$ cat src/verilog/rv_fetch_config.svh
`ifndef RV_FETCH_CONFIG_SVH
`define RV_FETCH_CONFIG_SVH

// First fetch address after reset
`define RV_RESET_ADDR       32'h0000_0040

// Prefetch queue entries, power of two
`define RV_FETCH_BUF_DEPTH  4

// 1'b1 lets the predecoder steer the PC, 1'b0 fetches straight through
`define RV_FETCH_PREDICT    1'b1

`endif

$ cat src/verilog/rv_isa_pkg.sv
`default_nettype none

package rv_isa_pkg;

    typedef logic [31:0] word_t;

    // Major opcode field, instr[6:2]
    typedef enum logic [4:0]
    {
        OPC_LOAD    = 5'b00000,
        OPC_OP_IMM  = 5'b00100,
        OPC_AUIPC   = 5'b00101,
        OPC_STORE   = 5'b01000,
        OPC_OP      = 5'b01100,
        OPC_LUI     = 5'b01101,
        OPC_BRANCH  = 5'b11000,
        OPC_JALR    = 5'b11001,
        OPC_JAL     = 5'b11011,
        OPC_SYSTEM  = 5'b11100
    } rv_opcode_t;

    // instr[1:0] of every 32-bit instruction
    localparam logic [1:0] RV_OPC_LEN32 = 2'b11;

endpackage

`default_nettype wire

$ cat src/verilog/rv_fetch_pkg.sv
`default_nettype none

`include "rv_fetch_config.svh"

package rv_fetch_pkg;

    typedef enum logic [1:0]
    {
        FS_IDLE     = 2'b00,    // No request on the bus
        FS_REQ      = 2'b01,    // Request out, word wanted
        FS_DRAIN    = 2'b10     // Request out, word to be dropped
    } fetch_state_t;

    localparam int BUF_IDX_W = $clog2(`RV_FETCH_BUF_DEPTH);

    typedef logic [BUF_IDX_W-1:0] buf_idx_t;

endpackage

`default_nettype wire

$ cat src/verilog/rv_fetch_ctrl.sv
`timescale 1ns/100ps
`default_nettype none

module rv_fetch_ctrl
(
    input   wire                        i_clk,
    input   wire                        i_reset_n,
    input   wire                        i_pc_select,
    input   wire                        i_ack,
    input   wire                        i_has_room,
    input   wire rv_isa_pkg::word_t     i_fetch_pc,
    output  logic                       o_cyc,
    output  logic                       o_wr,
    output  rv_isa_pkg::word_t          o_addr
);

    import rv_fetch_pkg::*;

    fetch_state_t   state;
    fetch_state_t   state_next;
    logic           issue;

    // Word goes to the queue only in FS_REQ and without a redirect
    assign  o_wr = (state == FS_REQ) && i_ack && !i_pc_select;
    assign  o_cyc = (state != FS_IDLE);

    always_comb
    begin
        state_next = state;
        issue = 1'b0;
        case (state)
            FS_IDLE:
            begin
                if (i_has_room)
                begin
                    state_next = FS_REQ;
                    issue = 1'b1;
                end
            end
            FS_REQ, FS_DRAIN:
            begin
                if (i_ack)
                begin
                    // Back-to-back request when the queue still has a slot
                    state_next = i_has_room ? FS_REQ : FS_IDLE;
                    issue = i_has_room;
                end
                else if (i_pc_select)
                    state_next = FS_DRAIN;  // Stale word still to come
            end
            default:
                state_next = FS_IDLE;
        endcase
    end

    always_ff @(posedge i_clk)
    begin
        if (!i_reset_n)
            state <= FS_IDLE;
        else
            state <= state_next;
    end

    always_ff @(posedge i_clk)
    begin
        if (issue)
            o_addr <= i_fetch_pc;
    end

    // Memory sees one address per request
    a_addr_stable: assert property
    (
        @(posedge i_clk) disable iff (!i_reset_n)
        o_cyc && !i_ack |=> $stable(o_addr)
    );

    // Word asked for before a redirect never reaches the queue
    a_no_wr_in_drain: assert property
    (
        @(posedge i_clk) disable iff (!i_reset_n)
        o_cyc && !i_ack && i_pc_select |=> (!o_wr throughout i_ack [->1])
    );

endmodule

`default_nettype wire

$ cat src/verilog/rv_fetch_pc.sv
`timescale 1ns/100ps
`default_nettype none

`include "rv_fetch_config.svh"

module rv_fetch_pc
(
    input   wire                        i_clk,
    input   wire                        i_reset_n,
    input   wire                        i_pc_select,
    input   wire                        i_step,
    input   wire                        i_taken,
    input   wire rv_isa_pkg::word_t     i_pc_target,
    input   wire rv_isa_pkg::word_t     i_req_addr,
    input   wire rv_isa_pkg::word_t     i_pred_target,
    output  rv_isa_pkg::word_t          o_pc
);

    import rv_isa_pkg::*;

    word_t  pc_q;
    word_t  pc_seq;

    assign  pc_seq = i_req_addr + 32'd4;

    // Next request address, redirect first
    always_comb
    begin
        if (i_pc_select)
            o_pc = i_pc_target;
        else if (i_step)
            o_pc = i_taken ? i_pred_target : pc_seq;
        else
            o_pc = pc_q;
    end

    always_ff @(posedge i_clk)
    begin
        if (!i_reset_n)
            pc_q <= `RV_RESET_ADDR;
        else
            pc_q <= o_pc;
    end

    // Covers redirect targets and predicted targets alike
    a_pc_aligned: assert property
    (
        @(posedge i_clk) disable iff (!i_reset_n)
        pc_q[1:0] == 2'b00
    );

endmodule

`default_nettype wire

$ cat src/verilog/rv_branch_predict.sv
`timescale 1ns/100ps
`default_nettype none

`include "rv_fetch_config.svh"

module rv_branch_predict
(
    input   wire rv_isa_pkg::word_t     i_instr,
    input   wire rv_isa_pkg::word_t     i_pc,
    output  logic                       o_taken,
    output  rv_isa_pkg::word_t          o_target
);

    import rv_isa_pkg::*;

    rv_opcode_t opcode;
    logic       is_word;
    logic       is_jal;
    logic       is_back_branch;
    word_t      j_offs;
    word_t      b_offs;

    assign  opcode = rv_opcode_t'(i_instr[6:2]);
    assign  is_word = (i_instr[1:0] == RV_OPC_LEN32);

    assign  is_jal = is_word && (opcode == OPC_JAL);
    // Loops close backwards, so negative offset means taken
    assign  is_back_branch = is_word && (opcode == OPC_BRANCH) && i_instr[31];

    // J-type immediate
    assign  j_offs = { {12{i_instr[31]}}, i_instr[19:12], i_instr[20],
                       i_instr[30:21], 1'b0 };
    // B-type immediate
    assign  b_offs = { {20{i_instr[31]}}, i_instr[7], i_instr[30:25],
                       i_instr[11:8], 1'b0 };

    assign  o_taken = `RV_FETCH_PREDICT && (is_jal || is_back_branch);
    assign  o_target = i_pc + (is_jal ? j_offs : b_offs);

endmodule

`default_nettype wire

$ cat src/verilog/rv_fetch_buf.sv
`timescale 1ns/100ps
`default_nettype none

`include "rv_fetch_config.svh"

module rv_fetch_buf
(
    input   wire                        i_clk,
    input   wire                        i_reset_n,
    input   wire                        i_flush,
    input   wire                        i_wr,
    input   wire                        i_wr_pred,
    input   wire                        i_pop,
    input   wire rv_isa_pkg::word_t     i_wr_pc,
    input   wire rv_isa_pkg::word_t     i_wr_instr,
    output  logic                       o_has_room,
    output  logic                       o_valid,
    output  logic                       o_pred_taken,
    output  rv_isa_pkg::word_t          o_pc,
    output  rv_isa_pkg::word_t          o_instr
);

    import rv_isa_pkg::*;
    import rv_fetch_pkg::*;

    localparam int DEPTH = `RV_FETCH_BUF_DEPTH;
    localparam int CW = $clog2(DEPTH + 1);

    word_t          pc_mem      [DEPTH];
    word_t          instr_mem   [DEPTH];
    logic           pred_mem    [DEPTH];
    buf_idx_t       rd_ptr;
    buf_idx_t       wr_ptr;
    logic [CW-1:0]  count;
    logic [CW-1:0]  count_next;
    logic           pop;

    assign  pop = o_valid && i_pop;

    always_comb
    begin
        if (i_flush)
            count_next = '0;
        else
            count_next = count + CW'(i_wr) - CW'(pop);
    end

    // Looks one edge ahead so the controller can issue back to back
    assign  o_has_room = (count_next < CW'(DEPTH));

    always_ff @(posedge i_clk)
    begin
        if (!i_reset_n || i_flush)
        begin
            rd_ptr <= '0;
            wr_ptr <= '0;
            count <= '0;
        end
        else
        begin
            if (i_wr)
                wr_ptr <= wr_ptr + 1'b1;   // Wraps at DEPTH
            if (pop)
                rd_ptr <= rd_ptr + 1'b1;
            count <= count_next;
        end
    end

    always_ff @(posedge i_clk)
    begin
        if (i_wr)
        begin
            pc_mem[wr_ptr] <= i_wr_pc;
            instr_mem[wr_ptr] <= i_wr_instr;
            pred_mem[wr_ptr] <= i_wr_pred;
        end
    end

    assign  o_valid = (count != '0);
    assign  o_pc = pc_mem[rd_ptr];
    assign  o_instr = instr_mem[rd_ptr];
    assign  o_pred_taken = pred_mem[rd_ptr];

    // Controller only issues with a slot reserved
    a_no_write_full: assert property
    (
        @(posedge i_clk) disable iff (!i_reset_n)
        i_wr |-> (count < CW'(DEPTH))
    );

    // An underflow wraps the count past DEPTH
    a_no_underflow: assert property
    (
        @(posedge i_clk) disable iff (!i_reset_n)
        count <= CW'(DEPTH)
    );

    a_ptr_count: assert property
    (
        @(posedge i_clk) disable iff (!i_reset_n)
        buf_idx_t'(wr_ptr - rd_ptr) == buf_idx_t'(count)
    );

endmodule

`default_nettype wire

$ cat src/verilog/rv_fetch_top.sv
`timescale 1ns/100ps
`default_nettype none

module rv_fetch_top
(
    input   wire                        i_clk,
    input   wire                        i_reset_n,
    input   wire                        i_pc_select,
    input   wire                        i_decode_ready,
    input   wire                        i_ack,
    input   wire rv_isa_pkg::word_t     i_pc_target,
    input   wire rv_isa_pkg::word_t     i_instruction,
    output  logic                       o_cyc,
    output  logic                       o_valid,
    output  logic                       o_pred_taken,
    output  rv_isa_pkg::word_t          o_addr,
    output  rv_isa_pkg::word_t          o_pc,
    output  rv_isa_pkg::word_t          o_instr
);

    import rv_isa_pkg::*;

    logic   wr;
    logic   has_room;
    logic   taken;
    word_t  fetch_pc;
    word_t  pred_target;

    rv_fetch_ctrl u_ctrl
    (
        .i_clk              (i_clk),
        .i_reset_n          (i_reset_n),
        .i_pc_select        (i_pc_select),
        .i_ack              (i_ack),
        .i_has_room         (has_room),
        .i_fetch_pc         (fetch_pc),
        .o_cyc              (o_cyc),
        .o_wr               (wr),
        .o_addr             (o_addr)
    );

    rv_fetch_pc u_pc
    (
        .i_clk              (i_clk),
        .i_reset_n          (i_reset_n),
        .i_pc_select        (i_pc_select),
        .i_step             (wr),
        .i_taken            (taken),
        .i_pc_target        (i_pc_target),
        .i_req_addr         (o_addr),
        .i_pred_target      (pred_target),
        .o_pc               (fetch_pc)
    );

    // Looks at the word on the bus, qualified by wr downstream
    rv_branch_predict u_predict
    (
        .i_instr            (i_instruction),
        .i_pc               (o_addr),
        .o_taken            (taken),
        .o_target           (pred_target)
    );

    rv_fetch_buf u_buf
    (
        .i_clk              (i_clk),
        .i_reset_n          (i_reset_n),
        .i_flush            (i_pc_select),
        .i_wr               (wr),
        .i_wr_pred          (taken),
        .i_pop              (i_decode_ready),
        .i_wr_pc            (o_addr),
        .i_wr_instr         (i_instruction),
        .o_has_room         (has_room),
        .o_valid            (o_valid),
        .o_pred_taken       (o_pred_taken),
        .o_pc               (o_pc),
        .o_instr            (o_instr)
    );

endmodule

`default_nettype wire

$ cat config.mk
export PLATFORM = sky130hd
export DESIGN_NAME = rv_fetch_top
export DESIGN_NICKNAME = d
export VERILOG_FILES = /design/src/verilog/rv_isa_pkg.sv /design/src/verilog/rv_fetch_pkg.sv /design/src/verilog/rv_fetch_ctrl.sv /design/src/verilog/rv_fetch_pc.sv /design/src/verilog/rv_branch_predict.sv /design/src/verilog/rv_fetch_buf.sv /design/src/verilog/rv_fetch_top.sv
export VERILOG_INCLUDE_DIRS = /design/src /design/src/verilog
export SDC_FILE = /design/constraint.sdc
export NUM_CORES = 1
export LEC_CHECK = 0
export ABC_AREA = 0
export BUFFER_PORTS_ARGS = -buffer_cell sky130_fd_sc_hd__buf_2
export CAP_MARGIN = 20
export CORE_ASPECT_RATIO = 0.5
export CORE_UTILIZATION = 59
export DETAILED_ROUTE_END_ITERATION = 10
export GPL_ROUTABILITY_DRIVEN = 0
export PLACE_DENSITY = 0.8
export SYNTH_ARGS = -nofsm -noshare
export SYNTH_HDL_FRONTEND = slang
export SYNTH_SLANG_ARGS = --single-unit
$ cat constraint.sdc
create_clock -name i_clk -period 6.68 [get_ports i_clk]
set_input_delay 0.668 -clock i_clk [delete_from_list [all_inputs] [get_ports i_clk]]
set_output_delay 0.668 -clock i_clk [all_outputs]
set_load 0.02 [all_outputs]
# == Yosys cells after proc, flatten, opt, wreduce, memory -nomap -nowiden ==
# Memories as Yosys holds them, arrays and structs flattened. A register that Yosys moved wholly into a read port is not among the register bits.
# Cells that the tools add are included.
# word_totals
output_inout_bits,99
latch_bits,0
rom_bits,0
input_bits,69
ram_bits,260
n_memories,3
regBits,73
# op_classes
magnitude_cmp,1
n_addsub,6
muxes,21
n_bitwise,0
eq_ne,7
n_mul,0
n_shift,0
div_mod_pow,0
n_reduce_logical,15
# mem_list
name,depth,word_bits,rd,rd_ports_with_merged_regs,write_ports,line,rtl
u_buf.instr_mem,4,32,1,1,1,rv_fetch_buf.sv:30,word_t instr_mem [DEPTH];
u_buf.pc_mem,4,32,1,1,1,rv_fetch_buf.sv:29,word_t pc_mem [DEPTH];
u_buf.pred_mem,4,1,1,1,1,rv_fetch_buf.sv:31,logic pred_mem [DEPTH];
# ops
cell,count
$mux W32,3
$add A32 B3 Y32 const B,1
$add A32 B32 Y32,1
$mux W20,1
$mux W2,9
$eq A5 B5 Y1 const B,2
$logic_and A1 B1 Y1,6
$mux W1,5
$add A2 B1 Y2 const B,2
$eq A2 B2 Y1 const B,2
$pmux W2 S2,1
$add A3 B1 Y3,1
$lt A3 B3 Y1 const B,1
$mux W3,1
$ne A3 B3 Y1 const B,1
$reduce_bool A3 Y1,1
$sub A3 B1 Y3,1
$eq A2 B1 Y1 const B,1
$logic_not A1 Y1,2
$logic_not A2 Y1,1
$logic_or A1 B1 Y1,2
$ne A2 B1 Y1 const B,1
$pmux W1 S2,1
$reduce_and A2 Y1,1
other kinds (2),2

# == Logic depth before layout (Yosys ltp) ==
# Gate-level depths: netlist of the first run.
# logic_depth
depth_word,10
ltp_mapped,18

# == Cells and area by module ==
# From an unflattened synthesis of the first run, not the netlist that was laid out.
# unflattened
cells_unflattened,1039
hier_area_um2,15391.0
# by_module_without_submodules
mod,seq_area_each_um2,instances,area_each_um2,cells_per_inst
rv_fetch_buf,7987.7,1,9905.8,385
rv_fetch_pc,640.6,1,2529.9,348
rv_branch_predict,0.0,1,1813.0,254
rv_fetch_ctrl,1001.0,1,1142.3,52

# == Least setup slack after synthesis of the first run ==
# OpenSTA, ideal clock, no wires.
# synth_timing
kind,input -> register
from,in i_ack
to,reg u_ctrl.o_addr[0] (enable)
t_arrival_ns,4.855
path_slack_ns,1.363
stages,14
n_path_buf,1
setup_time_ns,0.461
path_cell_list,nand2_1 clkbuf_1 nor2_1 inv_1 ha_1 inv_1 ha_1 inv_1 fa_1 xnor2_1 nor2_1 inv_1 a31oi_1 nor3_1
# synth_via
elab_chain_cells,8
# synth_rtl
element,line,rtl
start: declaration,rv_fetch_top.sv:10,"input wire i_ack,"
$logic_and A1 B1 Y1 (2 in series),rv_fetch_ctrl.sv:24,assign o_wr = (state == FS_REQ) && i_ack && !i_pc_select;
$add A3 B1 Y3,rv_fetch_buf.sv:45,count_next = count + CW'(i_wr) - CW'(pop);
$sub A3 B1 Y3,rv_fetch_buf.sv:45,
$mux W3,rv_fetch_buf.sv:42,if (i_flush)
$lt A3 B3 Y1,rv_fetch_buf.sv:49,assign o_has_room = (count_next < CW'(DEPTH));
"$mux W1, on equally long branches","rv_fetch_ctrl.sv:42, rv_fetch_ctrl.sv:34",
$pmux W1 S2 *,rv_fetch_ctrl.sv:31,case (state)
named net u_ctrl.issue,rv_fetch_ctrl.sv:21,logic issue;
end signal: assignment,rv_fetch_ctrl.sv:67,o_addr <= i_fetch_pc;
end: declaration,rv_fetch_ctrl.sv:14,output rv_isa_pkg::word_t o_addr
# The timed path passes the listed nets; every way through them passes the cells marked *.
# A chain may end at the register's enable or synchronous reset.

# == Final worst setup path of the first run ==
# layout_timing
from,in i_instruction[4]
to,"reg u_ctrl.o_addr[28], data pin"
# layout_via
elab_chain_cells,7
# layout_rtl
element,line,rtl
start: declaration,rv_fetch_top.sv:12,"input wire rv_isa_pkg::word_t i_instruction,"
"$eq A5 B5 Y1, on equally long branches","rv_branch_predict.sv:26, rv_branch_predict.sv:28",
"$logic_and A1 B1 Y1, on equally long branches","rv_branch_predict.sv:26, rv_branch_predict.sv:28",
$mux W20 or $logic_and A1 B1 Y1 (tied branches),"rv_branch_predict.sv:38, rv_branch_predict.sv:28",
$add A32 B32 Y32 or $logic_or A1 B1 Y1 (tied branches),"rv_branch_predict.sv:38, rv_branch_predict.sv:37",
$mux W32 *,rv_fetch_pc.sv:32,o_pc = i_taken ? i_pred_target : pc_seq;
$mux W32 *,rv_fetch_pc.sv:31,else if (i_step)
$mux W32 *,rv_fetch_pc.sv:29,if (i_pc_select)
named net fetch_pc[28],rv_fetch_top.sv:26,word_t fetch_pc;
# Marks and branches as above.

==> results of run 1 <==
## kinds of logic after synthesis
family | synth area share
xor gates and xnor gates | 0.02829
DFF | 0.6348
muxes | 0.1042
AOI/OAI and AO/OA | 0.09354
adders and majority gates | 0.03728
buffers and inverters | 0.01881
and+or+nand+nor | 0.08307
## critical path, cell delays in order
cell and delay [ns]:
buf_2 0.12, nand2b_1 0.19, nor3_2 0.83, nor2b_1 0.30, a21o_1 0.24, ha_1 0.42, nand3_1 0.18, nand2b_1 0.18
a2111oi_0 0.60, o211ai_1 0.19, a21oi_1 0.21, o21ai_0 0.09, nor4b_1 0.16, or2_2 0.29
## registers in the layout (all words and copies together) (netlist names), named ones only
register         cells
u_buf.count          3
u_buf.rd_ptr         2
u_buf.wr_ptr         2
u_ctrl.state         2
u_buf.pc_mem       128
u_buf.pred_mem       4
u_pc.pc_q           32
u_buf.instr_mem    128
u_ctrl.o_addr       32
## layer usage
metal	vias to the layer above	track usage
li1	4380	-
met2	435	0.4403
met4	0	0.07517
met1	4974	0.3869
met5	-	0
met3	88	0.05060
## final timing paths
check                                             end  slack, ns  cells after the start
worst max register to register       u_ctrl.o_addr[7]       2.61                     17
worst min register to register          u_pc.pc_q[17]       0.53                      2
worst max-delay path                u_ctrl.o_addr[28]       2.30                     14
worst min-delay path            u_buf.instr_mem[3][4]       0.35                      1
## cells in the mapped netlist, types with 3 or more instances
cell,count,share of area
o21a_1,7,0.0035
buf_1,9,0.0022
a211oi_1,17,0.0084
o31ai_1,4,0.0020
o221ai_1,6,0.0035
ha_1,42,0.035
inv_1,24,0.0059
mux2_2,5,0.0037
and2_1,20,0.0082
o211ai_1,7,0.0035
o21ai_0,27,0.0089
xnor2_1,27,0.016
or2_2,3,0.0012
o211a_1,3,0.0020
dfxtp_1,43,0.057
o2111ai_1,3,0.0017
and3_1,19,0.0078
xor2_1,22,0.013
nand4_1,13,0.0054
nand2b_1,8,0.0033
mux4_2,65,0.097
nand3_1,24,0.0079
o21bai_1,6,0.0030
a21o_1,26,0.013
clkbuf_1,27,0.0067
nand2_1,79,0.020
or3_1,5,0.0021
mux2i_1,6,0.0040
a211o_1,4,0.0023
nor3_1,13,0.0043
nor2b_1,8,0.0033
a221oi_1,3,0.0017
and4_1,4,0.0023
nor2_1,49,0.012
buf_2,6,0.0020
a31oi_1,8,0.0033
edfxtp_1,292,0.58
a22oi_1,5,0.0025
a21oi_1,55,0.018
## cell type report
class	count	area share
clock inverters	16	0.01198
well taps	344	0.02483
repair buffers	179	0.05342
flip-flops and latches	335	0.5559
multi-input cells	630	0.3040
clock buffers	37	0.04418
inverters	25	0.005703
## cells in the final DEF, fill, tap and decap left out, types with 7 or more instances in the layout
cell	count
buf_4	12
nor3_1	11
a21oi_1	55
mux4_2	65
xnor2_1	27
nand2_1	79
a21o_1	26
nand4_1	13
a31oi_1	8
and2_1	20
nand3_1	24
edfxtp_1	292
and3_1	15
nand2b_1	8
a211oi_1	17
dfxtp_1	41
nor2_1	49
clkbuf_16	29
ha_1	42
o211ai_1	7
inv_1	24
nor2b_1	8
clkbuf_1	7
o21ai_0	27
buf_2	167
o21a_1	7
xor2_1	22
## power breakdown
part,switching (mW),leakage (nW),total (mW),internal [mW]
clock,0.750,0.478,1.75,1.00
combinational,0.564,2.77,0.912,0.348
sequential,0.161,3.04,2.59,2.43
total,1.48,6.28,5.25,3.78
==> reports/summary.txt, run 1 <==
Run status - finished, final reports clean
Pre-CTS WS - 1.806 ns
Slew HR - 0.3283
Wl on met1 - 15490 um
Placed Instances - 1513
Syn Std Cell Area - 15170 um^2
Crit share post-route - 0.6550
Final hold slack - 0.3458 ns
Core ar. - 25240 um^2
MaxCap Viol Count - 0
Starting DRT DRC Count - 830
Setup bufs post-CTS - 0
Design Area, Final - 17330 um^2
Ys flop type - edfxtp_1
Hold Vio Cnt, Final - 0
Number of synthesized flops with an enable pin - 292
Number of fill cells in the layout - 1754
Footprint of the multi-input gates - 5269 um^2
Met3 Wirelength - 2600 um
Post-route clock skew - 0.01428 ns
Initial Util - 0.6010
Distinct cell type count after synthesis - 72
Initial antenna violation count - 0
Warnings, synthesis - 0
Clk Tree Root Cell - clkbuf_16
Crit path launch type - input port
CP Data Required Time - 6.99 ns
Final TNS setup - 0 ns
Uppermost layer routed - met4
Cts hold-fix bufs - 0
Vias in the first global route - 9594
Worst Slack Setup Final - 2.305 ns
GRT Resource Usage Total - 0.2729
Hold_sp - i_instruction[4]
Die ar. - 26390 um^2
Sequential fraction of the synthesis area - 0.6348
DP Wirelength - 22980 um
IO buf count - 167
CP Capture Type - flip-flop
Layout cells sized above 1 - 0.2570
Synth-to-Final Area Change - 14.26%
Power density over the cells - 303.1 nW/um^2
Detail Route Antenna Nets - 0
Crit Path Class - input port to flip-flop
Post-Route WL - 35840 um
NumNets Final - 1313
Crit path time final - 4.375 ns
First-pass GRT wire length - 54560 um
Mapped Nets - 1148
Synthesized netlist cell count - 1035
Post-Layout Cell Count - 1566
Setup-failing EPs final - 0
Crit-path max FO - 14
CTS resizes - 0
Largest net degree at the start of global routing - 58
Power Total - 5.254 mW
Pins Over Slew Limit - 0
Worst r2r src - u_ctrl.state[1]
Routed vias/inst - 6.307
Row cnt - 41
#FFs+latches synth - 335
Max rail drop VDD - 0.1884 mV
Num CTS Buffers - 29
Clk buf depth - 3
FFs w/ async S/R, synth - 0
Leak Pwr - 6.283 nW
Cell Area, Placed - 16360 um^2
Core Util, Final - 0.6867
WL met2 - 16850 um
Syn_area_per_cell - 14.66 um^2
Die Y - 115.4 um
# DRC - 0
Setup crit start - i_instruction[4]
RSZ-0062 raised after global routing - no
Worst min path class - input port to flip-flop
H-tree Lvls - 1
CTS tree - yes
Total grt overflow - 0
F_max - 228.6 MHz
CTS Sinks - 335
Inserted Diodes - 0
Die width - 228.8 um
I/O pin total - 168
Vias - 9877
Clk Latency, worst-skew pair - 0.56 ns
Wirelength per Cell - 22.89 um
CTS clk-pin slew, worst paths - 0.07 ns
Worst-margin pin slew - 1.008 ns
First-pass iteration count of the detailed router - 5
Arrival time worst endpoint - 4.69 ns
Area taken by flip-flops and latches - 9634 um^2
Note: power is estimated with default switching activity, not from simulation.
==> inputs of run 2 (changes only) <==
clock period = 4.46 ns   (was 6.68 ns; I/O delays follow)
==> run 2 against run 1 <==
  * Clock power up 40%
  * Setup slack worse by 1.4 ns
  * Non-clock buffer count up 5
  * Clock-buffer cell count down 2
  * Highest routed layer unchanged
  * Sequential power up 49%
  * Total power up 46%
  * Wire length down 2.3%
  * First-iteration DRC count up 18%
  * Clock skew up 0.0019 ns
  * Via count down 2.6%
  * Die area unchanged
  * Critical path depth unchanged
==> reports/summary.txt, run 2 (synthesis results as in run 1) <==
Initial antenna violation count - 1
Worst-margin pin slew - 1.013 ns
Crit path launch type - input port
I/O pin total - 168
Arrival time worst endpoint - 3.84 ns
Worst Slack Setup Final - 0.9302 ns
Top Registers - u_buf.instr_mem: 128 flops, u_buf.pc_mem: 128 flops
CTS Sinks - 335
Crit path time final - 3.530 ns
Final TNS setup - 0 ns
H-tree Lvls - 1
Crit Path Class - input port to flip-flop
Largest net degree at the start of global routing - 57
Initial Util - 0.6010
Die ar. - 26390 um^2
Core ar. - 25240 um^2
Detail Route Antenna Nets - 0
Die width - 228.8 um
Run status - finished, final reports clean
Setup-failing EPs final - 0
CP Data Required Time - 4.77 ns
Crit path cell chain - buf_2 > nand2b_1 > nor3_2 > buf_4 > mux2_2 > ha_1 > a211o_1 > a21oi_1 > a211oi_1 > o211ai_1 > o221ai_1 > xnor2_1 > a21oi_1 > nor2_1
Crit share post-route - 0.7914
Starting DRT DRC Count - 979
Clk buf depth - 3
Synth-to-Final Area Change - 14.65%
Routed vias/inst - 6.120
Max rail drop VDD - 0.3171 mV
Leak Pwr - 6.311 nW
Slew HR - 0.3247
DP Wirelength - 23300 um
Wirelength per Cell - 22.28 um
Final hold slack - 0.1146 ns
Vias in the first global route - 9433
Commonest non-fill, non-tap cell in the layout - edfxtp_1
Cts hold-fix bufs - 0
Power Total - 7.693 mW
NumNets Final - 1318
Slowest-stage cell, CP - o211ai_1
CTS tree - yes
CTS clk-pin slew, worst paths - 0.06 ns
CP Capture Type - flip-flop
Pins Over Slew Limit - 0
Total grt overflow - 0
GRT Resource Usage Total - 0.2667
Die Y - 115.4 um
CTS resizes - 0
Clk Latency, worst-skew pair - 0.57 ns
Crit path largest cell delay - 0.42 ns
Cell mode on critical path - a21oi_1
Setup bufs post-CTS - 0
IO buf count - 167
# DRC - 0
First-pass iteration count of the detailed router - 7
Hold Vio Cnt, Final - 0
Power density over the cells - 442.4 nW/um^2
Num CTS Buffers - 29
F_max - 283.3 MHz
Most frequent cells in the layout - edfxtp_1 (292), buf_2 (167), nand2_1 (79), mux4_2 (65), a21oi_1 (55)
Clk Tree Root Cell - clkbuf_16
Pre-CTS WS - 0.4627 ns
Vias - 9620
MaxCap Viol Count - 0
Core Util, Final - 0.6890
Crit-path max FO - 14
Post-Route WL - 35020 um
Layout cells sized above 1 - 0.2632
Row cnt - 41
Worst min path class - input port to flip-flop
Post-route clock skew - 0.01617 ns
RSZ-0062 raised after global routing - no
First-pass GRT wire length - 53430 um
==> run 2: cell count changes in the layout (fill, tap and decap cells not counted) <==
| cell | delta |
|---|---|
| buf_12 | +5 |
| bufinv_16 | -4 |
| clkbuf_1 | -5 |
| clkbuf_16 | +1 |
| clkbuf_8 | +2 |
| clkinv_1 | +1 |
| clkinv_2 | +3 |
| diode_2 | +1 |
| inv_6 | +2 |
| nor3_2 | -1 |
| nor3_4 | +1 |
==> run 2: area by class of cell <==
cell class | instances | area, um^2
Sequential cell | 335 | 9634
Fill cell | 1729 | 7849
Multi-Input combinational cell | 630 | 5275
Timing Repair Buffer | 184 | 1026
Clock buffer | 35 | 799.5
Tap cell | 344 | 430.4
Clock inverter | 18 | 123.9
Inverter | 25 | 98.84
Antenna cell | 1 | 2.502
==> run 2: worst max-delay path: cells and delay by family <==
family,cells,cell delay [ns]
muxes,1,0.39
and+or+nand+nor,3,0.44
AOI/OAI and AO/OA,6,1.70
adders and majority gates,1,0.31
buffers and inverters,2,0.36
xor gates and xnor gates,1,0.19
==> run 2: stage by stage <==
step,std cells,instance area [um^2]
CTS,1571,17390
finish,1572,17390
floorplan,1035,15170
global route,1572,17390
detailed placement,1518,16460
global placement,1518,16460
==> run 2: final timing paths <==
kind         cells past startpoint         startpoint                endpoint  slack [ns]
max                             14   i_instruction[4]       u_ctrl.o_addr[26]        0.93
min                              1  i_instruction[11]  u_buf.instr_mem[2][11]        0.11
max reg2reg                     17    u_ctrl.state[1]        u_ctrl.o_addr[2]        0.97
min reg2reg                      2    u_buf.wr_ptr[1]         u_buf.wr_ptr[1]        0.51
==> run 2: routing by layer <==
metal,routed length (um),vias to the layer above,global-route usage
met3,2544,49,0.04911
met4,640,0,0.06219
met5,0,-,0
met1,15210,4809,0.3846
met2,16620,367,0.4278
li1,-,4395,-
==> run 2: power by group <==
part | switching (mW) | internal, mW
Clock | 1.12 | 1.34
Combinational | 0.840 | 0.525
Sequential | 0.240 | 3.63
==> inputs of run 3 (changes only) <==
CORE_UTILIZATION = 53   (was 59)
PLACE_DENSITY = 0.76   (was 0.8)
clock period = 2.95 ns   (was 4.46 ns; I/O delays follow)
==> run 3 against run 2 <==
  * The flow now finishes with violations (negative setup slack)
  * Total power is 64% higher
  * Utilization down 0.23 points
  * Sequential power rose by 48%
  * Die area grew 11%
  * Via count rose by 8.7%
  * Sequential share of layout area down 5.1 points
  * First-iteration DRC count is 5.4% higher
  * Combinational power increased by 120%
  * Global-route usage fell by 0.058 points
  * Largest power group unchanged
==> reports/summary.txt, run 3 (synthesis results as in run 1) <==
Run status - finished with violations
Failing checks - negative setup slack
Crit path max-delay family - compound AO/OA/AOI/OAI gates
Hold EP - u_buf.instr_mem[0][29]
Pins Over Slew Limit - 0
Hold Vio Cnt, Final - 0
First-pass GRT wire length - 58410 um
Core Util, Final - 0.6867
CP Data Required Time - 3.41 ns
Inserted Diodes - 0
Pre-CTS WS - -0.5921 ns
Arrival time worst endpoint - 3.44 ns
Slew HR - 0.5272
Worst flop-to-flop path endpoint - u_ctrl.o_addr[29]
Row cnt - 43
R2r setup slk - 0.04 ns
NumNets Final - 1449
CTS clk-pin slew, worst paths - 0.07 ns
RSZ-0062 raised after global routing - yes
Setup-failing EPs final - 3
Worst Slack Setup Final - -0.02807 ns
Top Registers - u_buf.instr_mem: 128 flops, u_buf.pc_mem: 128 flops
Crit path cell chain - buf_6 > nand2b_4 > nor3_4 > buf_12 > mux2_4 > ha_4 > buf_6 > a211o_1 > a21oi_4 > a2111oi_4 > or2_1 > a21oi_2 > buf_4 > xor2_4 > o221ai_2 > and2_1
Initial Util - 0.5432
MaxCap Viol Count - 0
Number of fill cells in the layout - 1868
# DRC - 0
GRT Resource Usage Total - 0.2661
Total grt overflow - 0
Clk Tree Root Cell - clkbuf_16
R2r worst-path depth - 14
CTS tree - yes
Vias in the first global route - 10283
H-tree Lvls - 1
Num CTS Buffers - 29
Die ar. - 29340 um^2
I/O pin total - 168
Starting DRT DRC Count - 1032
Die width - 241.2 um
DP Wirelength - 25200 um
Crit path launch type - input port
IO buf count - 167
Commonest non-fill, non-tap cell in the layout - edfxtp_1
Die Y - 121.6 um
Power Total - 12.61 mW
Routed vias/inst - 6.007
Leak Pwr - 7.073 nW
Detail Route Antenna Nets - 0
Hold_sp - i_instruction[29]
Post-Route WL - 39540 um
Crit share post-route - 1.010
CP Capture Type - flip-flop
Worst min path class - input port to flip-flop
Slowest-stage cell, CP - a211o_1
Max rail drop VDD - 0.4729 mV
WP buf/inv - 4
Placed Instances - 1652
Vias - 10459
Largest net degree at the start of global routing - 66
First-pass iteration count of the detailed router - 6
Most frequent cells in the layout - edfxtp_1 (292), buf_2 (160), buf_4 (111), nand2_1 (76), mux4_2 (65)
Hold path depth - 1
Crit path largest cell delay - 0.35 ns
Crit-path max FO - 6
Wirelength per Cell - 22.71 um
Cell mode on critical path - buf_6
Initial antenna violation count - 0
Worst r2r src - u_buf.count[2]
Core ar. - 27920 um^2
CTS Sinks - 335
F_max - 335.8 MHz
Post-route clock skew - 0.01766 ns
Clk buf depth - 3
Worst-margin pin slew - 0.7092 ns
Synth-to-Final Area Change - 26.42%
Clk Latency, worst-skew pair - 0.58 ns
Power density over the cells - 657.5 nW/um^2
Crit Path Class - input port to flip-flop
Crit path time final - 2.978 ns
Layout cells sized above 1 - 0.3598
Post-Layout Cell Count - 1741
==> run 3: power by group <==
| group | internal [mW] | switching (mW) | total, mW |
|---|---|---|---|
| logic | 1.35 | 1.73 | 3.08 |
| clock network | 2.09 | 1.73 | 3.82 |
| registers | 5.49 | 0.220 | 5.71 |
==> run 3: metal layers <==
layer	GRT usage	wire length (um)
met1	0.3719	16370
met2	0.4476	19350
met3	0.03603	2868
met4	0.06092	953
met5	0	0
==> run 3: timing repair <==
| action | in CTS | in global routing |
|---|---|---|
| pin swaps | 2 | 30 |
| setup endpoints to repair | 7 | 63 |
| cloned | 0 | 3 |
| hold buffers | 25 | 0 |
| gates resized for setup | 5 | 48 |
| buffers inserted | 0 | 12 |
| hold endpoints to repair | 94 | 0 |
==> run 3: through the flow <==
stage,hold WS [ns],area (um^2),setup TNS [ns]
6_report,0.02324,19180,-0.04388
5_1_grt,0.01195,19180,-0.9535
4_1_cts,0.0008414,18750,0
3_3_place_gp,0.4860,17540,-17.35
2_1_floorplan,0.3939,15430,-16.14
3_5_place_dp,0.5069,17540,-21.53
==> run 3: worst max path at each step <==
| stage | cells past startpoint | startpoint | slack (ns) | to |
|---|---|---|---|---|
| after CTS | 13 | u_buf.count[0] | 0.006 | u_ctrl.o_addr[26] |
| after global placement | 14 | i_instruction[4] | -0.50 | u_ctrl.o_addr[28] |
| after detailed placement | 15 | i_instruction[6] | -0.59 | u_ctrl.o_addr[29] |
| after global routing | 16 | i_instruction[4] | -0.09 | u_pc.pc_q[20] |
| after floorplan | 16 | u_ctrl.state[1] | -0.44 | u_ctrl.o_addr[0] |
| final | 16 | i_instruction[4] | -0.03 | u_pc.pc_q[20] |
==> run 3: worst reg2reg max path, stage by stage, from the launching register on <==
cell and delay [ns]:
dfxtp_2 0.32, or3_4 0.38, and2_4 0.17, ha_4 0.21, inv_2 0.06, ha_4 0.12
inv_2 0.03, fa_2 0.35, xnor2_2 0.18, nor2_2 0.06, inv_2 0.11, a31oi_4 0.09
nor3_4 0.21, buf_12 0.17, clkbuf_16 0.17
==> run 3: final cells by class <==
class	instances	area (um^2)	share of cell area
repair buffers	315	2250	0.1173
clock inverters	17	175.2	0.009135
well taps	382	478.0	0.02492
inverters	25	101.3	0.005285
flip-flops and latches	335	9642	0.5028
multi-input cells	630	5774	0.3011
clock buffers	37	755.7	0.03941
